$ cat src/stream_pkg.sv
// ***************************************************************************
// stream side: word layout, output fifo sizing and packet framing
// ***************************************************************************
package stream_pkg;

    // word layout
    localparam int WORD_W      = 128;             // host dma stream width
    localparam int LANE_W      = 32;              // sample + pad + count byte
    localparam int LANES       = WORD_W / LANE_W; // 4 lanes per word
    localparam int CH_PER_WORD = 4;               // one channel per lane

    // output fifo
    localparam int FIFO_DEPTH  = 16;
    localparam int FIFO_AW     = 4;               // log2(FIFO_DEPTH)
    localparam int ROOM_WORDS  = 2;               // a frame is always two words

    // packet framing
    localparam int PKT_WORDS   = 16;              // tlast on every 16th word
    localparam int PKT_CNT_W   = 4;

    // one stream beat
    typedef logic [WORD_W-1:0] word_t;

    // fifo storage entry, data plus packet end
    typedef struct packed {
        word_t data;  // stream payload
        logic  last;  // tlast for this beat
    } fifo_entry_t;

    // occupancy, needs one bit more than the pointers to tell full from empty
    typedef logic [FIFO_AW:0] fifo_level_t;

endpackage

$ cat src/sample_wr_if.sv
`timescale 1ns/1ps

// fifo write side, strobe only: the sequencer checks room before each frame
interface sample_wr_if import stream_pkg::*; ();

    logic  wr_strobe;  // one cycle per word, no back-pressure
    word_t wr_word;    // word already in final byte order
    logic  wr_last;    // packet end
    logic  has_room;   // at least ROOM_WORDS free entries

    // word_packer side
    modport producer (output wr_strobe, output wr_word, output wr_last);

    // stream_fifo side
    modport consumer (input wr_strobe, input wr_word, input wr_last, output has_room);

    // capture_sequencer only looks at the room flag
    modport monitor (input has_room);

endinterface

$ cat src/stream_fifo.sv
`timescale 1ns/1ps

// ***************************************************************************
// output fifo, first word fall through, valid/ready on the read side
// the write side is a bare strobe, room is checked upstream per frame
// ***************************************************************************
module stream_fifo import stream_pkg::*; (
    input  logic          adc_data_clk,
    input  logic          acq_on,
    sample_wr_if.consumer wr,
    output logic          m_axis_tvalid,
    input  logic          m_axis_tready,
    output word_t         m_axis_tdata,
    output logic          m_axis_tlast
);

    fifo_entry_t        mem [FIFO_DEPTH];  // storage
    logic [FIFO_AW-1:0] wr_ptr;
    logic [FIFO_AW-1:0] rd_ptr;
    fifo_level_t        level;             // entries in use
    logic               rd_en;             // beat accepted by the host
    fifo_entry_t        head;              // oldest entry

    assign rd_en = m_axis_tvalid & m_axis_tready;

    // storage write, no reset on data
    always_ff @(posedge adc_data_clk) begin
        if (wr.wr_strobe) begin
            mem[wr_ptr] <= '{data: wr.wr_word, last: wr.wr_last};
        end
    end

    // pointers and occupancy
    always_ff @(posedge adc_data_clk or negedge acq_on) begin
        if (!acq_on) begin
            wr_ptr <= '0;
            rd_ptr <= '0;
            level  <= '0;
        end else begin
            if (wr.wr_strobe) begin
                wr_ptr <= wr_ptr + 1'b1;  // wraps at FIFO_DEPTH
            end
            if (rd_en) begin
                rd_ptr <= rd_ptr + 1'b1;
            end
            case ({wr.wr_strobe, rd_en})
                2'b10:   level <= level + 1'b1;
                2'b01:   level <= level - 1'b1;
                default: level <= level;  // none, or write and read together
            endcase
        end
    end

    // fall through read port
    assign head          = mem[rd_ptr];
    assign m_axis_tvalid = (level != '0);  // first beat visible the cycle after the write
    assign m_axis_tdata  = head.data;
    assign m_axis_tlast  = head.last;

    // a whole frame needs ROOM_WORDS free slots
    assign wr.has_room = (level <= fifo_level_t'(FIFO_DEPTH - ROOM_WORDS));

endmodule

$ cat src/flat_wrapper.sv
// flat-port wrapper written by rule: the top's interface ports become plain ports
module stream_fifo_flat import stream_pkg::*;
  (adc_data_clk, acq_on, m_axis_tvalid, m_axis_tready, m_axis_tdata, m_axis_tlast, wr_wr_strobe, wr_wr_word, wr_wr_last, wr_has_room);
  sample_wr_if wr_i ();
  input  logic adc_data_clk;
  input  logic acq_on;
  output logic m_axis_tvalid;
  input  logic m_axis_tready;
  output word_t m_axis_tdata;
  output logic m_axis_tlast;
  input wire logic [$bits(wr_i.wr_strobe)-1:0] wr_wr_strobe;
  input wire logic [$bits(wr_i.wr_word)-1:0] wr_wr_word;
  input wire logic [$bits(wr_i.wr_last)-1:0] wr_wr_last;
  output wire logic [$bits(wr_i.has_room)-1:0] wr_has_room;
  assign wr_i.wr_strobe = wr_wr_strobe;
  assign wr_i.wr_word = wr_wr_word;
  assign wr_i.wr_last = wr_wr_last;
  assign wr_has_room = wr_i.has_room;
  stream_fifo u_core (.adc_data_clk(adc_data_clk), .acq_on(acq_on), .wr(wr_i), .m_axis_tvalid(m_axis_tvalid), .m_axis_tready(m_axis_tready), .m_axis_tdata(m_axis_tdata), .m_axis_tlast(m_axis_tlast));
endmodule
$ cat config.mk
export PLATFORM = sky130hd
export DESIGN_NAME = stream_fifo_flat
export DESIGN_NICKNAME = d
export VERILOG_FILES = /design/src/stream_pkg.sv /design/src/sample_wr_if.sv /design/src/stream_fifo.sv /design/src/flat_wrapper.sv
export SDC_FILE = /design/constraint.sdc
export NUM_CORES = 2
export LEC_CHECK = 0
export BUFFER_PORTS_ARGS = -buffer_cell sky130_fd_sc_hd__buf_2
export CORE_UTILIZATION = 25
export CTS_CLUSTER_DIAMETER = 120
export CTS_CLUSTER_SIZE = 40
export DETAILED_ROUTE_END_ITERATION = 10
export PLACE_DENSITY = 0.51
export SKIP_LAST_GASP = 1
export SYNTH_ARGS = -nofsm -noshare
export SYNTH_HDL_FRONTEND = slang
export SYNTH_SLANG_ARGS = --single-unit
$ cat constraint.sdc
create_clock -name adc_data_clk -period 4.2 [get_ports adc_data_clk]
set_input_delay 0.21 -clock adc_data_clk [delete_from_list [all_inputs] [get_ports adc_data_clk]]
set_output_delay 0.21 -clock adc_data_clk [all_outputs]
set_load 0.02 [all_outputs]
; ---- Word level (Yosys, flattened, before mapping)
; Memories as Yosys holds them, arrays and structs flattened.
; Cells that the tools add are included.
[word_totals]
mem_count = 1
regBits = 13
inputBits = 133
output_inout_bits = 131
ram_bits = 2064
elab_cells = 17
[memory_table]
columns = name, words, width, read_ports, rd_clocked_by_memory_dff, wr, line_no
row1 = u_core.mem, 16, 129, 1, 0, 1, stream_fifo.sv:17  ; fifo_entry_t mem [FIFO_DEPTH];
[op_classes]
reduce_logical = 2
n_mux = 3
n_addsub = 4
n_bitwise = 1
n_lt_le_gt_ge = 1
n_eq_ne = 2
[ops]
columns = operator, n
row1 = $pmux W5 S2, 1
row2 = $add A4 B1 Y4 const B, 2
row3 = $add A5 B1 Y5 const B, 1
row4 = $le A5 B4 Y1 const B, 1
row5 = $reduce_bool A5 Y1, 1
row6 = $sub A5 B1 Y5 const B, 1
row7 = $eq A2 B1 Y1 const B, 1
row8 = $eq A2 B2 Y1 const B, 1
row9 = $mux W1, 2
row10 = $reduce_bool A2 Y1, 1
row11 = $and A1 B1 Y1, 1

; ---- Logic depth before layout (Yosys ltp)
[logic_depth]
depth_word = 4
depth_mapped = 12

; ---- Least setup slack after synthesis
; Ideal clock, no wire load.
[synth_timing]
kind = input-to-reg
from = input port wr_wr_strobe
to = memory u_core.mem[0][0] (netlist bit), enable pin
t_required_ps = 3697
n_path_buf = 1
path_slack_ps = -114
arrival_time_ps = 3811
stages = 4
cell_sequence = clkbuf_1 inv_1 nor3_1 and2_1
[synth_via]
elab_chain_len = 2
[synth_lines]
columns = item, line_no
row1 = "start, declared", flat_wrapper.sv:11  ; input wire logic [$bits(wr_i.wr_strobe)-1:0] wr_wr_strobe;
row2 = $mux W1, stream_fifo.sv:28  ; if (wr.wr_strobe) begin
row3 = $mux W1 (not written as such), stream_fifo.sv:29  ; mem[wr_ptr] <= '{data: wr.wr_word, last: wr.wr_last};
row4 = "end, declared", stream_fifo.sv:17
; No other way between the ends.

; ---- Worst setup path in the final report
[layout_timing]
from = register u_core.rd_ptr[1]
to = output port m_axis_tdata[39]
[layout_via]
elab_chain_len = 1
[layout_lines]
columns = item, line_no
row1 = "start, declared", stream_fifo.sv:19  ; logic [FIFO_AW-1:0] rd_ptr;
row2 = "start signal, assigned", stream_fifo.sv:44  ; rd_ptr <= rd_ptr + 1'b1;
row3 = $mem_v2 Z16 W129, n/a
row4 = "end, declared", flat_wrapper.sv:9  ; output word_t m_axis_tdata;
; No other way between the ends.

==> results.py <==
metrics = {
    "synthesis": {
        "ys.flop_type": "edfxtp_1",
        "synth.net_count": 4063,
        "synthCells": 3920,
        "syn_area_per_cell_sq_um": 20.42,
        "synth_area_sq_um": 80060,
        "yosysTopAreaCellShare": 0.7741,
        "synth_cell_types": 35,
        "yosys-top-cells-area": "edfxtp_1 (77%), mux4_2 (7.3%), mux2i_1 (4.8%), mux2_2 (1.8%), o21ai_0 (1.6%)",
        "async_flop_share": 0.006259,
        "synth_edf_count": 2064,
        "ys_seq_elements": 2077,
        "yosysWarningCount": 0,
        "synth_top_cells_by_count": "edfxtp_1 (2,064), mux2i_1 (387), o21ai_0 (263)",
        "synth_area_leader_cell": "edfxtp_1",
        "synth.most_common_cell": "edfxtp_1",
        "ys_seq_area_frac": 0.7782,
    },
    "pwr": {
        "switching_power_uw": 20870,
        "p_clk_frac": 0.167,
        "power.ir.vdd_worst_mv": 0.5278,
        "seqPwrFrac": 0.448,
        "power_leakage_uw": 0.02859,
        "sw_frac_of_total": 0.3675,
        "cellPowerDensity_nw_per_um2": 625.9,
        "pwr-share-comb": 0.385,
        "p_int_uw": 35920,
        "finalPower_uw": 56790,
    },
    "worst_setup_path": {
        "reg2reg_setup_slack_ns": 1.32,
        "critPathLaunchType": "flip-flop",
        "crit_cells": 6,
        "cpPeakStageDelay_ns": 0.79,
        "cp_slowest_cell": "dfrtp_4",
        "rr_startpoint": "u_core.level[0]",
        "worstRegToRegCells": 10,
        "endpoint_kind": "output pin",
        "path_max_fanout": 92,
        "critPathBufInv": 2,
        "cpLargestDelayFamily": "flip-flops",
        "worstSetupPathType": "flip-flop to output pin",
        "worst_r2r_endpoint": "u_core.level[4]",
        "crit_end": "m_axis_tdata[39]",
        "critPathLaunch": "u_core.rd_ptr[1]",
        "worstPathArrival_ns": 3.76,
        "cp.required_ns": 3.99,
        "crit_chain": "and2_4 -> buf_12 -> a221oi_1 -> a22oi_1 -> nand2_1 -> buf_2",
    },
    "cts": {
        "hold_buffers": 132,
        "cts_setup_buffers": 0,
        "clk_latency_ns": 0.75,
        "root_buffer": "clkbuf_16",
        "clock_path_buffers": 3,
        "tritoncts": "yes",
        "clkTransAtPathRegs_ns": 0.15,
        "clock-sinks": 2077,
        "post_cts_resized": 0,
        "cts.htree.levels": 3,
        "numCtsBuffers": 68,
    },
    "drt": {
        "viasPerCell": 4.520,
        "drt-initial-drc-count": 3097,
        "drcViolationCount": 0,
        "dr.pass1.iters": 5,
        "routedWlPerCell_um": 24.73,
        "vias": 38460,
        "wirelength_um": 210400,
        "ant_nets": 0,
    },
    "grt": {
        "grt_pass1_vias": 39410,
        "overflow": 0,
        "antenna_found_initial": 42,
        "grt_max_degree": 95,
        "track_usage": 0.1274,
        "grt_first_pass_wirelength_um": 298500,
    },
    "worst_hold_path": {
        "min_path_type": "input port to flip-flop",
    },
    "floorplan": {
        "pin_count": 264,
        "die_w_um": 567.9,
        "placementRows": 207,
        "core_area_sq_um": 318300,
        "dieArea_sq_um": 322500,
        "initial_utilization": 0.2515,
        "die_h_um": 567.9,
    },
    "timing": {
        "finalSetupViolCount": 0,
        "post-route-period-util": 0.9464,
        "max_freq_mhz": 251.6,
        "slew-limit-headroom": 0.2843,
        "tns_ns": 0,
        "finalClockSkew_ns": 0.05930,
        "finalHoldViolCount": 0,
        "drv_slew": 0,
        "layout_min_cycle_time_ns": 3.975,
        "rsz0062_at_grt": "no",
        "tightest_slew_ns": 1.073,
    },
    "cells_and_area": {
        "synthToLayoutAreaGrowth_pct": 13.34,
        "nNetsFinal": 4439,
        "multi_input_area_sq_um": 16590,
        "drive_above_1_share": 0.2198,
        "num-fill-cells": 31170,
        "seq_area_sq_um": 62320,
    },
    "placed_design": {
        "place_congestion": 0.6994,
        "port-buffer-count": 263,
        "dp_hpwl_um": 117700,
    },
    "run": {
        "cap_violations": 0,
    },
    "run_status": {
        "outcome": "completed",
    },
}
power by group through the flow:
stage | sequential, uW | combinational (uW) | clock (uW)
3_3_place_gp | 25900 | 22500 | 0
2_1_floorplan | 25700 | 14100 | 0
5_1_grt | 25600 | 23700 | 10400
3_5_place_dp | 26000 | 22500 | 0
4_1_cts | 25500 | 22700 | 9840
6_report | 25400 | 21900 | 9480
how the worst min path moves through the flow:
stage	to	slack (ns)	from	depth (start not counted)
6_report	u_core.rd_ptr[0]	0.06	m_axis_tready	3
5_1_grt	u_core.rd_ptr[0]	0.03	m_axis_tready	3
4_1_cts	u_core.rd_ptr[0]	0.03	m_axis_tready	3
3_5_place_dp	u_core.level[2]	0.17	acq_on	1
3_3_place_gp	u_core.level[2]	0.18	acq_on	1
2_1_floorplan	u_core.level[0]	-0.09	acq_on	0
layout by cell type, fill, tap and decap left out, drive strengths merged, types with 2 or more instances in the layout:
cell and instances:
nor2 2, and2 18, clkbuf 73, inv 14, mux4 258, ha 9
mux2 130, xnor2 6, a21oi 131, buf 392, clkinv 11, edfxtp 2064
mux2i 387, o21ai 263, a22oi 129, dfrtp 13, nor2b 2, diode 12
xor2 4, dlygate4sd3 132, nand2 139, a221oi 129, nand3 2
through the flow:
stage          hold WS (ns)  cell area [sq um]  cells  setup WS [ns]    util
3_5_place_dp         0.1717              87290   8274         0.9396  0.2742
6_report            0.06459              90740   8510         0.2252  0.2851
5_1_grt             0.03328              90730   8506        0.07199  0.2850
3_3_place_gp         0.1771              87290   8274         0.9536  0.2742
4_1_cts             0.02780              90710   8498        0.05793  0.2850
2_1_floorplan      -0.08559              80070   3920        0.03551       -
cell families (layout without fill, tap and decap cells):
family                     after synthesis  count (layout)  synth area share
DFF                                   2077            2077            0.7782
muxes                                  775             775            0.1392
AOI/OAI and AO/OA                      654             654           0.05573
buffers and inverters                  225             623           0.01528
and+or+nand+nor                        169             169          0.008783
adders and majority gates               10              10          0.001657
xor gates and xnor gates                10              10          0.001094
other                                    0              12                 0
state kept, by name, summed over array words and instances (netlist names):
signal,cells
u_core.level,5
u_core.mem,2064
u_core.rd_ptr,4
u_core.wr_ptr,4
routing by layer:
layer / part of all wire / GRT usage / vias up
met3: 0.039 / 0.01789 / 161
met4: 0.016 / 0.02088 / 16
met2: 0.50 / 0.2207 / 757
met1: 0.44 / 0.1713 / 20680
li1: - / - / 16850
met5: 0.00050 / 0 / -
final cells by class:
type                       instances  area share
multi-input combinational       1618      0.1828
sequential                      2077      0.6868
antenna                           12   0.0003309
inverter                           7   0.0002896
clock buffer                      73     0.01919
timing repair buffer             524     0.04898
tap                             4180     0.05764
clock inverter                    19    0.003971
worst register-to-register path: stages (launching register included):
cell,delay [ns]
dfrtp_1,0.44
nor4_1,0.29
nand2_1,0.10
and2_1,0.33
ha_1,0.33
ha_1,0.34
nor2b_1,0.14
o21ai_0,0.20
a21oi_1,0.09
or3b_1,0.38
xnor2_1,0.14
No activity file was read; power rests on OpenSTA's default activity.
