`config.mk`:
```
export PLATFORM = sky130hd
export DESIGN_NAME = frame_timer
export DESIGN_NICKNAME = d
export VERILOG_FILES = /design/src/acq_pkg.sv /design/src/frame_timer.sv
export SDC_FILE = /design/constraint.sdc
export NUM_CORES = 1
export LEC_CHECK = 0
export BUFFER_PORTS_ARGS = -buffer_cell sky130_fd_sc_hd__clkbuf_2
export CORE_AREA = 2 2 39 41
export CTS_BUF_LIST = sky130_fd_sc_hd__clkbuf_4 sky130_fd_sc_hd__clkbuf_8 sky130_fd_sc_hd__clkbuf_16
export DETAILED_ROUTE_END_ITERATION = 16
export DIE_AREA = 0 0 41 43
export GPL_ROUTABILITY_DRIVEN = 0
export MAX_ROUTING_LAYER = met4
export PLACE_DENSITY = 0.44
export SLEW_MARGIN = 25
export SYNTH_ARGS = -nofsm -noshare
export SYNTH_HDL_FRONTEND = slang
export SYNTH_SLANG_ARGS = --single-unit
export TNS_END_PERCENT = 1
```
`constraint.sdc`:
```
create_clock -name adc_data_clk -period 3.15 [get_ports adc_data_clk]
set_input_delay 0.63 -clock adc_data_clk [delete_from_list [all_inputs] [get_ports adc_data_clk]]
set_output_delay 0.63 -clock adc_data_clk [all_outputs]
set_load 0.02 [all_outputs]
```
`src/acq_pkg.sv`:
```
// ***************************************************************************
// acquisition side geometry: adc channels, samples and frame timing
// ***************************************************************************
package acq_pkg;

    // channel layout
    localparam int N_CHANNELS  = 8;              // total adc channels
    localparam int N_MODULES   = N_CHANNELS / 2; // each module has an a and a b channel
    localparam int SAMPLE_W    = 18;             // raw adc sample width
    localparam int PAD_W       = 6;              // zero gap between sample and count byte

    // frame timing
    localparam int FRAME_SLOTS = 25;             // adc_data_clk cycles per frame
    localparam int SLOT_W      = 5;              // enough for 0..FRAME_SLOTS-1

    // frame counter, one byte per lane over two words
    localparam int FRAME_CNT_W = 64;

    // one adc sample
    typedef logic [SAMPLE_W-1:0] sample_t;

    // slot position inside a frame
    typedef logic [SLOT_W-1:0] slot_t;

    // running frame number, dropped frames included
    typedef logic [FRAME_CNT_W-1:0] frame_cnt_t;

    // all channels of one frame, 144 bits in total
    // index 2k is module k channel a, 2k+1 is module k channel b
    typedef sample_t snapshot_t [N_CHANNELS];

endpackage

```
`src/frame_timer.sv`:
```
`timescale 1ns/1ps

// ***************************************************************************
// frame time base
// counts slots 0..FRAME_SLOTS-1 and flags the final slot of every frame
// ***************************************************************************
module frame_timer import acq_pkg::*; (
    input  logic adc_data_clk,
    input  logic acq_on,       // async, active low
    output logic frame_tick    // high during the last slot
);

    slot_t slot;  // current slot in the frame

    // free running slot counter, wraps at the end of each frame
    always_ff @(posedge adc_data_clk or negedge acq_on) begin
        if (!acq_on) begin
            slot <= '0;
        end else begin
            if (slot == slot_t'(FRAME_SLOTS - 1)) begin
                slot <= '0;                 // start next frame
            end else begin
                slot <= slot + 1'b1;
            end
        end
    end

    // decoded from the counter, so the first tick is
    // FRAME_SLOTS-1 cycles after reset is released
    assign frame_tick = (slot == slot_t'(FRAME_SLOTS - 1));

endmodule

```
Word-level counts from Yosys, hierarchy flattened. Cells that the tools add are included.

Register bits: 5. Bits of input ports: 2. Output and inout bits: 1. Logic and storage cells: 4.

Add/sub/neg operators: 1. Eq/ne operators: 1. Muxes and demuxes: 1.

Operators with widths (count): $add A5 B1 Y5 const B (1); $eq A5 B5 Y1 const B (1); $mux W5 (1).

Depth between registers and ports, before layout. Gate-level depths: netlist of the first run.

Word-level depth: 2. Depth in mapped cells: 4. Mapped depth without buffers: 4.

Worst setup path before layout of the first run. Ideal clock, no wire load.

Kind: register to output. Start: register slot[0]. End: output frame_tick. Arrival time: 0.944 ns. Required time: 2.520 ns. Path slack: 1.576 ns. Stages on the path, launching flop included: 4. Path buffers: 0. Cells stage by stage: dfrtp_1 inv_1 ha_1 and4b_1.

Word-level cells in the longest chain between the ends: 1.

Ends and longest elaborated chain: start, declared (line frame_timer.sv:13) `slot_t slot;`; start signal, assigned (line frame_timer.sv:23) `slot <= slot + 1'b1;`; $eq A5 B5 Y1 (line frame_timer.sv:30) `assign frame_tick = (slot == slot_t'(FRAME_SLOTS - 1));`; end, declared (line frame_timer.sv:10) `output logic frame_tick`.

Every way passes these cells.

Worst setup path in the final report of the first run. Same ends and word-level chain as after synthesis.

==> out/metrics.cfg, run 1 <==
[timing]
finalHoldViolations = 0
rsz0062_at_grt = no
fin_ws_ns = 1.19
whs_ns = 0.199
slew_headroom_pct = 84.0
period_minus_slack_ns = 1.96
final_max_slew_viol_count = 0
period_share_pct = 62.2
setup_viol = 0
worst_pin_slew_ns = 0.241
setup_tns_ns = 0
clock_skew_ns = 0.000548
max_freq_mhz = 510

[place]
port_buffers = 2
postPlaceCellArea_um2 = 297
pre_cts_ws_ns = 1.44
placed_cells = 42

[pwr]
power_mw = 0.150
p_switching_mw = 0.0285
seq_power_share_pct = 43.0
p_clk_share_pct = 55.9
intPower_mw = 0.121
power_frac_comb_pct = 1.2
leakagePower_nw = 0.155
ir_drop_uv = 131
power.density_mw_per_mm2 = 459
switching_share_pct = 19.0

[layout]
largest_reg_flops = 5
area_growth_pct = 22.5
nets = 35
top_regs = slot: 5 flops
design_area_um2 = 327
final_common_cell = dfrtp_1
layoutNonFillerInstCount = 46
final_cell_mix = dfrtp_1 (5), clkbuf_4 (4)
fin_util_pct = 23.6
insertedDiodeCount = 0
drive_gt1_share_pct = 23.3
fill_cells = 151
regMostFlops = slot

[die]
dieArea_mm2 = 0.00176
start_util_pct = 19.3
ios = 3
die_w_um = 41
fp.coreArea_mm2 = 0.00138
row_count = 14
die_h_um = 43

[synthesis]
synth.largest_area_cell = dfrtp_1
ys_warn_count = 0
synthDistinctLibCells = 16
synth.area.top_cells = dfrtp_1 (47%), ha_1 (9.4%), and4b_1 (7.5%)
synth-seq-area-share_pct = 46.9
synth_top_area_share_pct = 46.9
avgSynthCellArea_um2 = 11.1
netlist_area_um2 = 267
synth_fp_nets = 28
synth-seq-cells = 5
netlist_instances = 24

[critical_path]
cp.arrival_ns = 1.33
reg2reg_depth = 4
r2r_slack_ns = 1.96
crit_family = flip-flops
path_max_fanout = 5
cpPeakStageDelay_ns = 0.41
worstSetupEndpointType = output port
cpMaxStageDelayCell = dfrtp_1
rr_startpoint = slot[0]
cp_num_buf_inv = 2
r2r-end = slot[4]
critPathLaunchType = flip-flop
path_cells = inv_1 -> ha_1 -> and4b_1 -> clkbuf_2
worstSetupPathType = reg -> out
path_depth = 4
critPathRequiredTime_ns = 2.52

[job]
maxCapViolations = 0

[clocking]
cts_hold_buf = 0
cts_tree = yes
clk_latency_ns = 0.24
clock-sinks = 5
path_clk_slew_ns = 0.04
root_buffer = clkbuf_4
cts_buffer_depth = 2
h-tree-depth = 1
post-cts-setup-buffer-count = 0
cts_made_buffers = 3
cts_resized = 0

[route]
num_vias = 203
drt_iter0_markers = 8
wl_per_cell_um = 11.7
vias_per_cell = 4.41
first_pass_iters = 2
routed_wl_um = 538
ant_nets = 0
drc = 0

[global_route]
grt_pass1_wl_um = 1000
grt_util_all_layers_pct = 9.40
grt_overflow = 0
antenna_found_initial = 0
grt_pass1_vias = 224
grt_max_degree = 10

[worst_hold_path]
min_path_type = in -> async

[status]
status = finished clean

cells in the mapped netlist (all sizes together):
master,instances
and2,1
dfrtp,5
nand4b,1
and4b,2
a211o,1
o21ai,2
nand2,1
nor2,1
ha,2
o221ai,1
or2b,1
and3,1
and3b,1
nand2b,1
a21bo,1
inv,2
metal layers:
layer  share of wire (%)  GRT usage, %
met5                   0             -
met4                   0          6.00
met3                 3.5          4.71
met2                  48          13.4
met1                  48          9.77
final cells by class:
type,count,area (um^2),share of cell area (%)
clock buffers,4,30.0,9.20
well taps,16,20.0,6.13
inverters,2,7.51,2.30
flip-flops and latches,5,125,38.3
repair buffers,2,10.0,3.07
multi-input cells,17,134,41.0
worst max-delay path by stage:
stage	from	end
global placement	slot[0]	frame_tick
finish	slot[0]	frame_tick
floorplan	slot[0]	frame_tick
CTS	slot[0]	frame_tick
global route	slot[0]	frame_tick
detailed placement	slot[0]	frame_tick
kinds of logic after synthesis:
logic type | synth area share, %
adder cells (fa/ha/maj) | 9.39
AO/OA/AOI/OAI | 14.1
flip-flops | 46.9
AND/OR/NAND/NOR | 26.8
buffers and inverters | 2.82
power groups by stage:
stage,registers (mW),clock network (mW),logic (mW)
4_1_cts,0.0644,0.0872,0.00185
6_report,0.0645,0.0837,0.00173
2_1_floorplan,0.0654,0,0.0000000685
5_1_grt,0.0643,0.0961,0.00207
3_3_place_gp,0.0654,0,0.00176
3_5_place_dp,0.0654,0,0.00185
Note: power is estimated with default switching activity, not from simulation.
==> run 2: changes to the inputs <==
- clock period: 3.15 -> 1.98 ns (I/O delays scaled with it)
==> run 2 against run 1 <==
Against the previous run: global-route usage is 1.3 points lower; combinational power grew to 2.5 times the previous value; final cell count up 2.2%; sequential share of layout area is 1.1 points lower; clock-buffer cell count unchanged.
==> out/metrics.cfg, run 2 (same netlist as run 1, synthesis figures left out) <==
[layout]
final_cell_mix = dfrtp_1 (5), clkbuf_4 (4)  ; unchanged
nets = 36  ; was 35
final_common_cell = dfrtp_1  ; unchanged
fill_cells = 144  ; was 151
fin_util_pct = 24.3  ; was 23.6%
drive_gt1_share_pct = 22.6  ; was 23.3%
area_growth_pct = 26.3  ; was 22.5%
insertedDiodeCount = 0  ; unchanged
layoutNonFillerInstCount = 47  ; was 46
regMostFlops = slot  ; unchanged
largest_reg_flops = 5  ; unchanged
top_regs = slot: 5 flops  ; unchanged

[global_route]
grt_max_degree = 10  ; unchanged
grt_pass1_wl_um = 855  ; was 1000 um
grt_util_all_layers_pct = 8.06  ; was 9.40%
grt_overflow = 0  ; unchanged
grt_pass1_vias = 210  ; was 224
antenna_found_initial = 0  ; unchanged

[die]
ios = 3  ; unchanged
row_count = 14  ; unchanged
start_util_pct = 19.3  ; unchanged
fp.coreArea_mm2 = 0.00138  ; unchanged
die_h_um = 43  ; unchanged
die_w_um = 41  ; unchanged
dieArea_mm2 = 0.00176  ; unchanged

[clocking]
clock-sinks = 5  ; unchanged
post-cts-setup-buffer-count = 0  ; unchanged
cts_buffer_depth = 2  ; unchanged
h-tree-depth = 1  ; unchanged
path_clk_slew_ns = 0.04  ; about the same
clk_latency_ns = 0.24  ; about the same
cts_tree = yes  ; unchanged
root_buffer = clkbuf_4  ; unchanged
cts_made_buffers = 3  ; unchanged

[route]
wl_per_cell_um = 10.3  ; was 11.7 um
ant_nets = 0  ; unchanged
wl_met3_um = 34  ; was 19 um
drc = 0  ; unchanged
num_vias = 205  ; was 203
routed_wl_um = 484  ; was 538 um
first_pass_iters = 2  ; unchanged
highest_layer = met3  ; unchanged
vias_per_cell = 4.36  ; was 4.41
wirelength_met1_um = 205  ; was 258 um
met2_length_um = 244  ; was 260 um
drt_iter0_markers = 4  ; was 8

[timing]
worst_pin_slew_ns = 0.229  ; was 0.241 ns
setup_viol = 0  ; unchanged
rsz0062_at_grt = no  ; unchanged
whs_ns = 0.499  ; was 0.199 ns
final_max_slew_viol_count = 0  ; unchanged
slew_headroom_pct = 84.8  ; was 84.0%
clock_skew_ns = 0.00732  ; was 0.000548 ns
setup_tns_ns = 0  ; unchanged
max_freq_mhz = 576
period_minus_slack_ns = 1.74
period_share_pct = 87.7
finalHoldViolations = 0  ; unchanged

[critical_path]
startpoint = slot[0]  ; unchanged
path_cells = inv_1 -> ha_1 -> and4b_1 -> clkbuf_2  ; unchanged
path_max_fanout = 5  ; unchanged
r2r_slack_ns = 0.82  ; was 1.96 ns
critPathLaunchType = flip-flop  ; unchanged
cp.arrival_ns = 1.34  ; was 1.33 ns
worstSetupEndpointType = output port  ; unchanged
cp_num_buf_inv = 2  ; unchanged
cpMaxStageDelayCell = dfrtp_1  ; unchanged
crit_family = flip-flops  ; unchanged
cpPeakStageDelay_ns = 0.41  ; about the same
rr_startpoint = slot[0]  ; unchanged
critPathRequiredTime_ns = 1.58  ; was 2.52 ns
worstSetupPathType = reg -> out  ; unchanged

[pwr]
power_mw = 0.240  ; was 0.150 mW
intPower_mw = 0.194  ; was 0.121 mW
seq_power_share_pct = 42.8  ; was 43.0%
power.density_mw_per_mm2 = 712  ; was 459 mW/mm^2
p_switching_mw = 0.0451  ; was 0.0285 mW
ir_drop_uv = 285  ; was 131 uV
leakagePower_nw = 0.159  ; was 0.155 nW
p_clk_share_pct = 55.4  ; was 55.9%
power_frac_comb_pct = 1.8  ; was 1.2%
switching_share_pct = 18.8  ; was 19.0%

[job]
maxCapViolations = 0  ; unchanged

[worst_hold_path]
min_path_type = reg -> reg  ; was in -> async
hold_start = slot[0]

[place]
placed_cells = 42  ; unchanged
hpwlAfterDp_um = 351
port_buffers = 2  ; unchanged

[status]
status = finished clean  ; unchanged

[run 2: area by class of cell]
class | instances | area, um^2 | area share [%]
Clock buffer | 4 | 30.0 | 8.92
Inverter | 2 | 7.51 | 2.23
Multi-Input combinational cell | 17 | 134 | 39.8
Sequential cell | 5 | 125 | 37.2
Tap cell | 16 | 20.0 | 5.95
Timing Repair Buffer | 3 | 20.0 | 5.95
[run 2: worst reg2reg max path, cell delays in order (launching register included)]
cell	delay (ns)
dfrtp_1	0.41
inv_1	0.07
ha_1	0.20
o21ai_0	0.09
a211o_1	0.29
[run 2: through the flow]
stage / cell area (um^2) / worst slack, ns
detailed placement: 297 / 0.497
CTS: 337 / 0.233
finish: 337 / 0.243
floorplan: 267 / 0.640
global placement: 297 / 0.522
global route: 337 / 0.170
[run 2: repair_timing]
item,4_1_cts,5_1_grt
endpoints found under the hold margin,5,0
gates resized for setup,0,0
hold buffers,1,0
[run 2: final timing paths]
check | cells after the start | endpoint
max in group asynchronous | 2 | slot[0]
max | 4 | frame_tick
min in group asynchronous | 2 | slot[3]
min | 1 | slot[0]
max reg2reg | 4 | slot[4]
min reg2reg | 1 | slot[0]
[run 2: power by group through the flow]
stage	clock (mW)	combinational (mW)	sequential [mW]
3_3_place_gp	0	0.00278	0.104
4_1_cts	0.136	0.00442	0.102
3_5_place_dp	0	0.00286	0.104
5_1_grt	0.151	0.00484	0.102
6_report	0.133	0.00438	0.103
2_1_floorplan	0	0.0000000685	0.104
[run 2: per-layer routing]
layer	track usage, %	vias to the layer above
met5	-	-
met4	4.00	0
met3	6.28	0
met2	9.69	6
met1	9.45	93
li1	-	106
==> run 3: changes to the inputs <==
==> constraint.sdc (replaced) <==
create_clock -name adc_data_clk -period 2.1 [get_ports adc_data_clk]
set_input_delay 0.105 -clock adc_data_clk [delete_from_list [all_inputs] [get_ports adc_data_clk]]
set_output_delay 0.105 -clock adc_data_clk [all_outputs]
set_load 0.02 [all_outputs]
==> run 3 against run 2 <==
Against the previous run: worst setup slack improved by 0.38 ns; clock power decreased by 4%; final area did not move; critical endpoint unchanged.
==> out/metrics.cfg, run 3 (same netlist as run 1, synthesis figures left out) <==
[die]
die_w_um = 41  ; unchanged
row_count = 14  ; unchanged
ios = 3  ; unchanged
die_h_um = 43  ; unchanged
dieArea_mm2 = 0.00176  ; unchanged
start_util_pct = 19.3  ; unchanged
fp.coreArea_mm2 = 0.00138  ; unchanged

[clocking]
root_buffer = clkbuf_4  ; unchanged
h-tree-depth = 1  ; unchanged
clk_latency_ns = 0.24  ; about the same
cts_buffer_depth = 2  ; unchanged
post-cts-setup-buffer-count = 0  ; unchanged
clock-sinks = 5  ; unchanged
cts_tree = yes  ; unchanged
cts_made_buffers = 3  ; unchanged
path_clk_slew_ns = 0.05  ; was 0.04 ns

[route]
ant_nets = 0  ; unchanged
drc = 0  ; unchanged
num_vias = 199  ; was 205
vias_per_cell = 4.23  ; was 4.36
first_pass_iters = 2  ; unchanged
drt_iter0_markers = 3  ; was 4
routed_wl_um = 523  ; was 484 um
wl_per_cell_um = 11.1  ; was 10.3 um

[timing]
clock_skew_ns = 0.00153  ; was 0.00732 ns
max_freq_mhz = 679
final_max_slew_viol_count = 0  ; unchanged
slew_headroom_pct = 83.7  ; was 84.8%
rsz0062_at_grt = no  ; unchanged
period_minus_slack_ns = 1.47
period_share_pct = 70.1
worst_pin_slew_ns = 0.244  ; was 0.229 ns
whs_ns = 0.251  ; was 0.499 ns
finalHoldViolations = 0  ; unchanged
setup_viol = 0  ; unchanged
setup_tns_ns = 0  ; unchanged

[critical_path]
worstSetupEndpointType = output port  ; unchanged
worstSetupPathType = reg -> out  ; unchanged
critPathRequiredTime_ns = 2.00  ; was 1.58 ns
r2r-end = slot[4]  ; unchanged
reg2reg_depth = 4  ; unchanged
critPathLaunchType = flip-flop  ; unchanged
cp.arrival_ns = 1.37  ; was 1.34 ns
rr_startpoint = slot[0]  ; unchanged
endpoint = frame_tick  ; unchanged
path_max_fanout = 5  ; unchanged
startpoint = slot[0]  ; unchanged
r2r_slack_ns = 0.92  ; was 0.82 ns

[global_route]
grt_max_degree = 10  ; unchanged
grt_util_all_layers_pct = 8.17  ; was 8.06%
grt_pass1_vias = 198  ; was 210
grt_pass1_wl_um = 869  ; was 855 um
antenna_found_initial = 0  ; unchanged
grt_overflow = 0  ; unchanged

[pwr]
ir_drop_uv = 273  ; was 285 uV
power_mw = 0.229  ; was 0.240 mW
leakagePower_nw = 0.159  ; unchanged
power.density_mw_per_mm2 = 681  ; was 712 mW/mm^2

[layout]
layoutNonFillerInstCount = 47  ; unchanged
fin_util_pct = 24.3  ; unchanged
fill_cells = 151  ; was 144
multiInputGateArea_um2 = 134  ; unchanged
area_growth_pct = 26.3  ; unchanged
nets = 36  ; unchanged
insertedDiodeCount = 0  ; unchanged
top_regs = slot: 5 flops  ; unchanged
drive_gt1_share_pct = 22.6  ; unchanged
register_area_um2 = 125  ; unchanged
largest_reg_flops = 5  ; unchanged
final_common_cell = dfrtp_1  ; unchanged
regMostFlops = slot  ; unchanged
final_cell_mix = dfrtp_1 (5), clkbuf_4 (4)  ; unchanged

[place]
placed_cells = 42  ; unchanged
port_buffers = 2  ; unchanged

[worst_hold_path]
min_path_type = in -> async  ; was reg -> reg

[status]
status = finished clean  ; unchanged

[job]
maxCapViolations = 0  ; unchanged

## run 3: worst min-delay path by stage
stage               startpoint       to  slack, ns  cells past startpoint
floorplan               acq_on  slot[0]      -0.19                      0
global placement        acq_on  slot[3]      -0.07                      1
detailed placement      acq_on  slot[3]      -0.07                      1
CTS                     acq_on  slot[3]       0.22                      2
global route            acq_on  slot[3]       0.25                      2
finish                  acq_on  slot[3]       0.25                      2
## run 3: what timing repair did
action | in CTS | in global routing
hold buffers | 1 | 0
hold endpoints to repair | 5 | 0
gates resized for setup | 0 | 0
## run 3: power by group
| part | internal [mW] | total, mW | switching (mW) |
|---|---|---|---|
| registers | 0.0966 | 0.0966 | 0 |
| clock network | 0.0850 | 0.128 | 0.0433 |
| logic | 0.00189 | 0.00438 | 0.00250 |
| total | 0.183 | 0.229 | 0.0458 |
## run 3: worst max-delay path: stages (launching register included)
cell,delay [ns]
dfrtp_1,0.41
inv_1,0.08
ha_1,0.20
and4b_1,0.25
clkbuf_2,0.18
## run 3: area by class of cell
cell class / count / area share (%)
tap: 16 / 5.95
clock buffer: 4 / 8.92
timing repair buffer: 3 / 5.95
multi-input combinational: 17 / 39.8
sequential: 5 / 37.2
inverter: 2 / 2.23
## run 3: metrics by stage
| stage | worst slack [ns] | cell area (um^2) |
|---|---|---|
| floorplan | 0.972 | 267 |
| global placement | 0.945 | 297 |
| detailed placement | 0.899 | 297 |
| CTS | 0.628 | 337 |
| global route | 0.540 | 337 |
| finish | 0.628 | 337 |
## run 3: metal layers
metal / track usage (%) / wire length [um] / vias to the layer above
met5: - / 0 / -
met4: 4.00 / 0 / 0
met3: 4.71 / 20 / 0
met2: 10.0 / 244 / 2
met1: 10.5 / 258 / 95
li1: - / - / 102
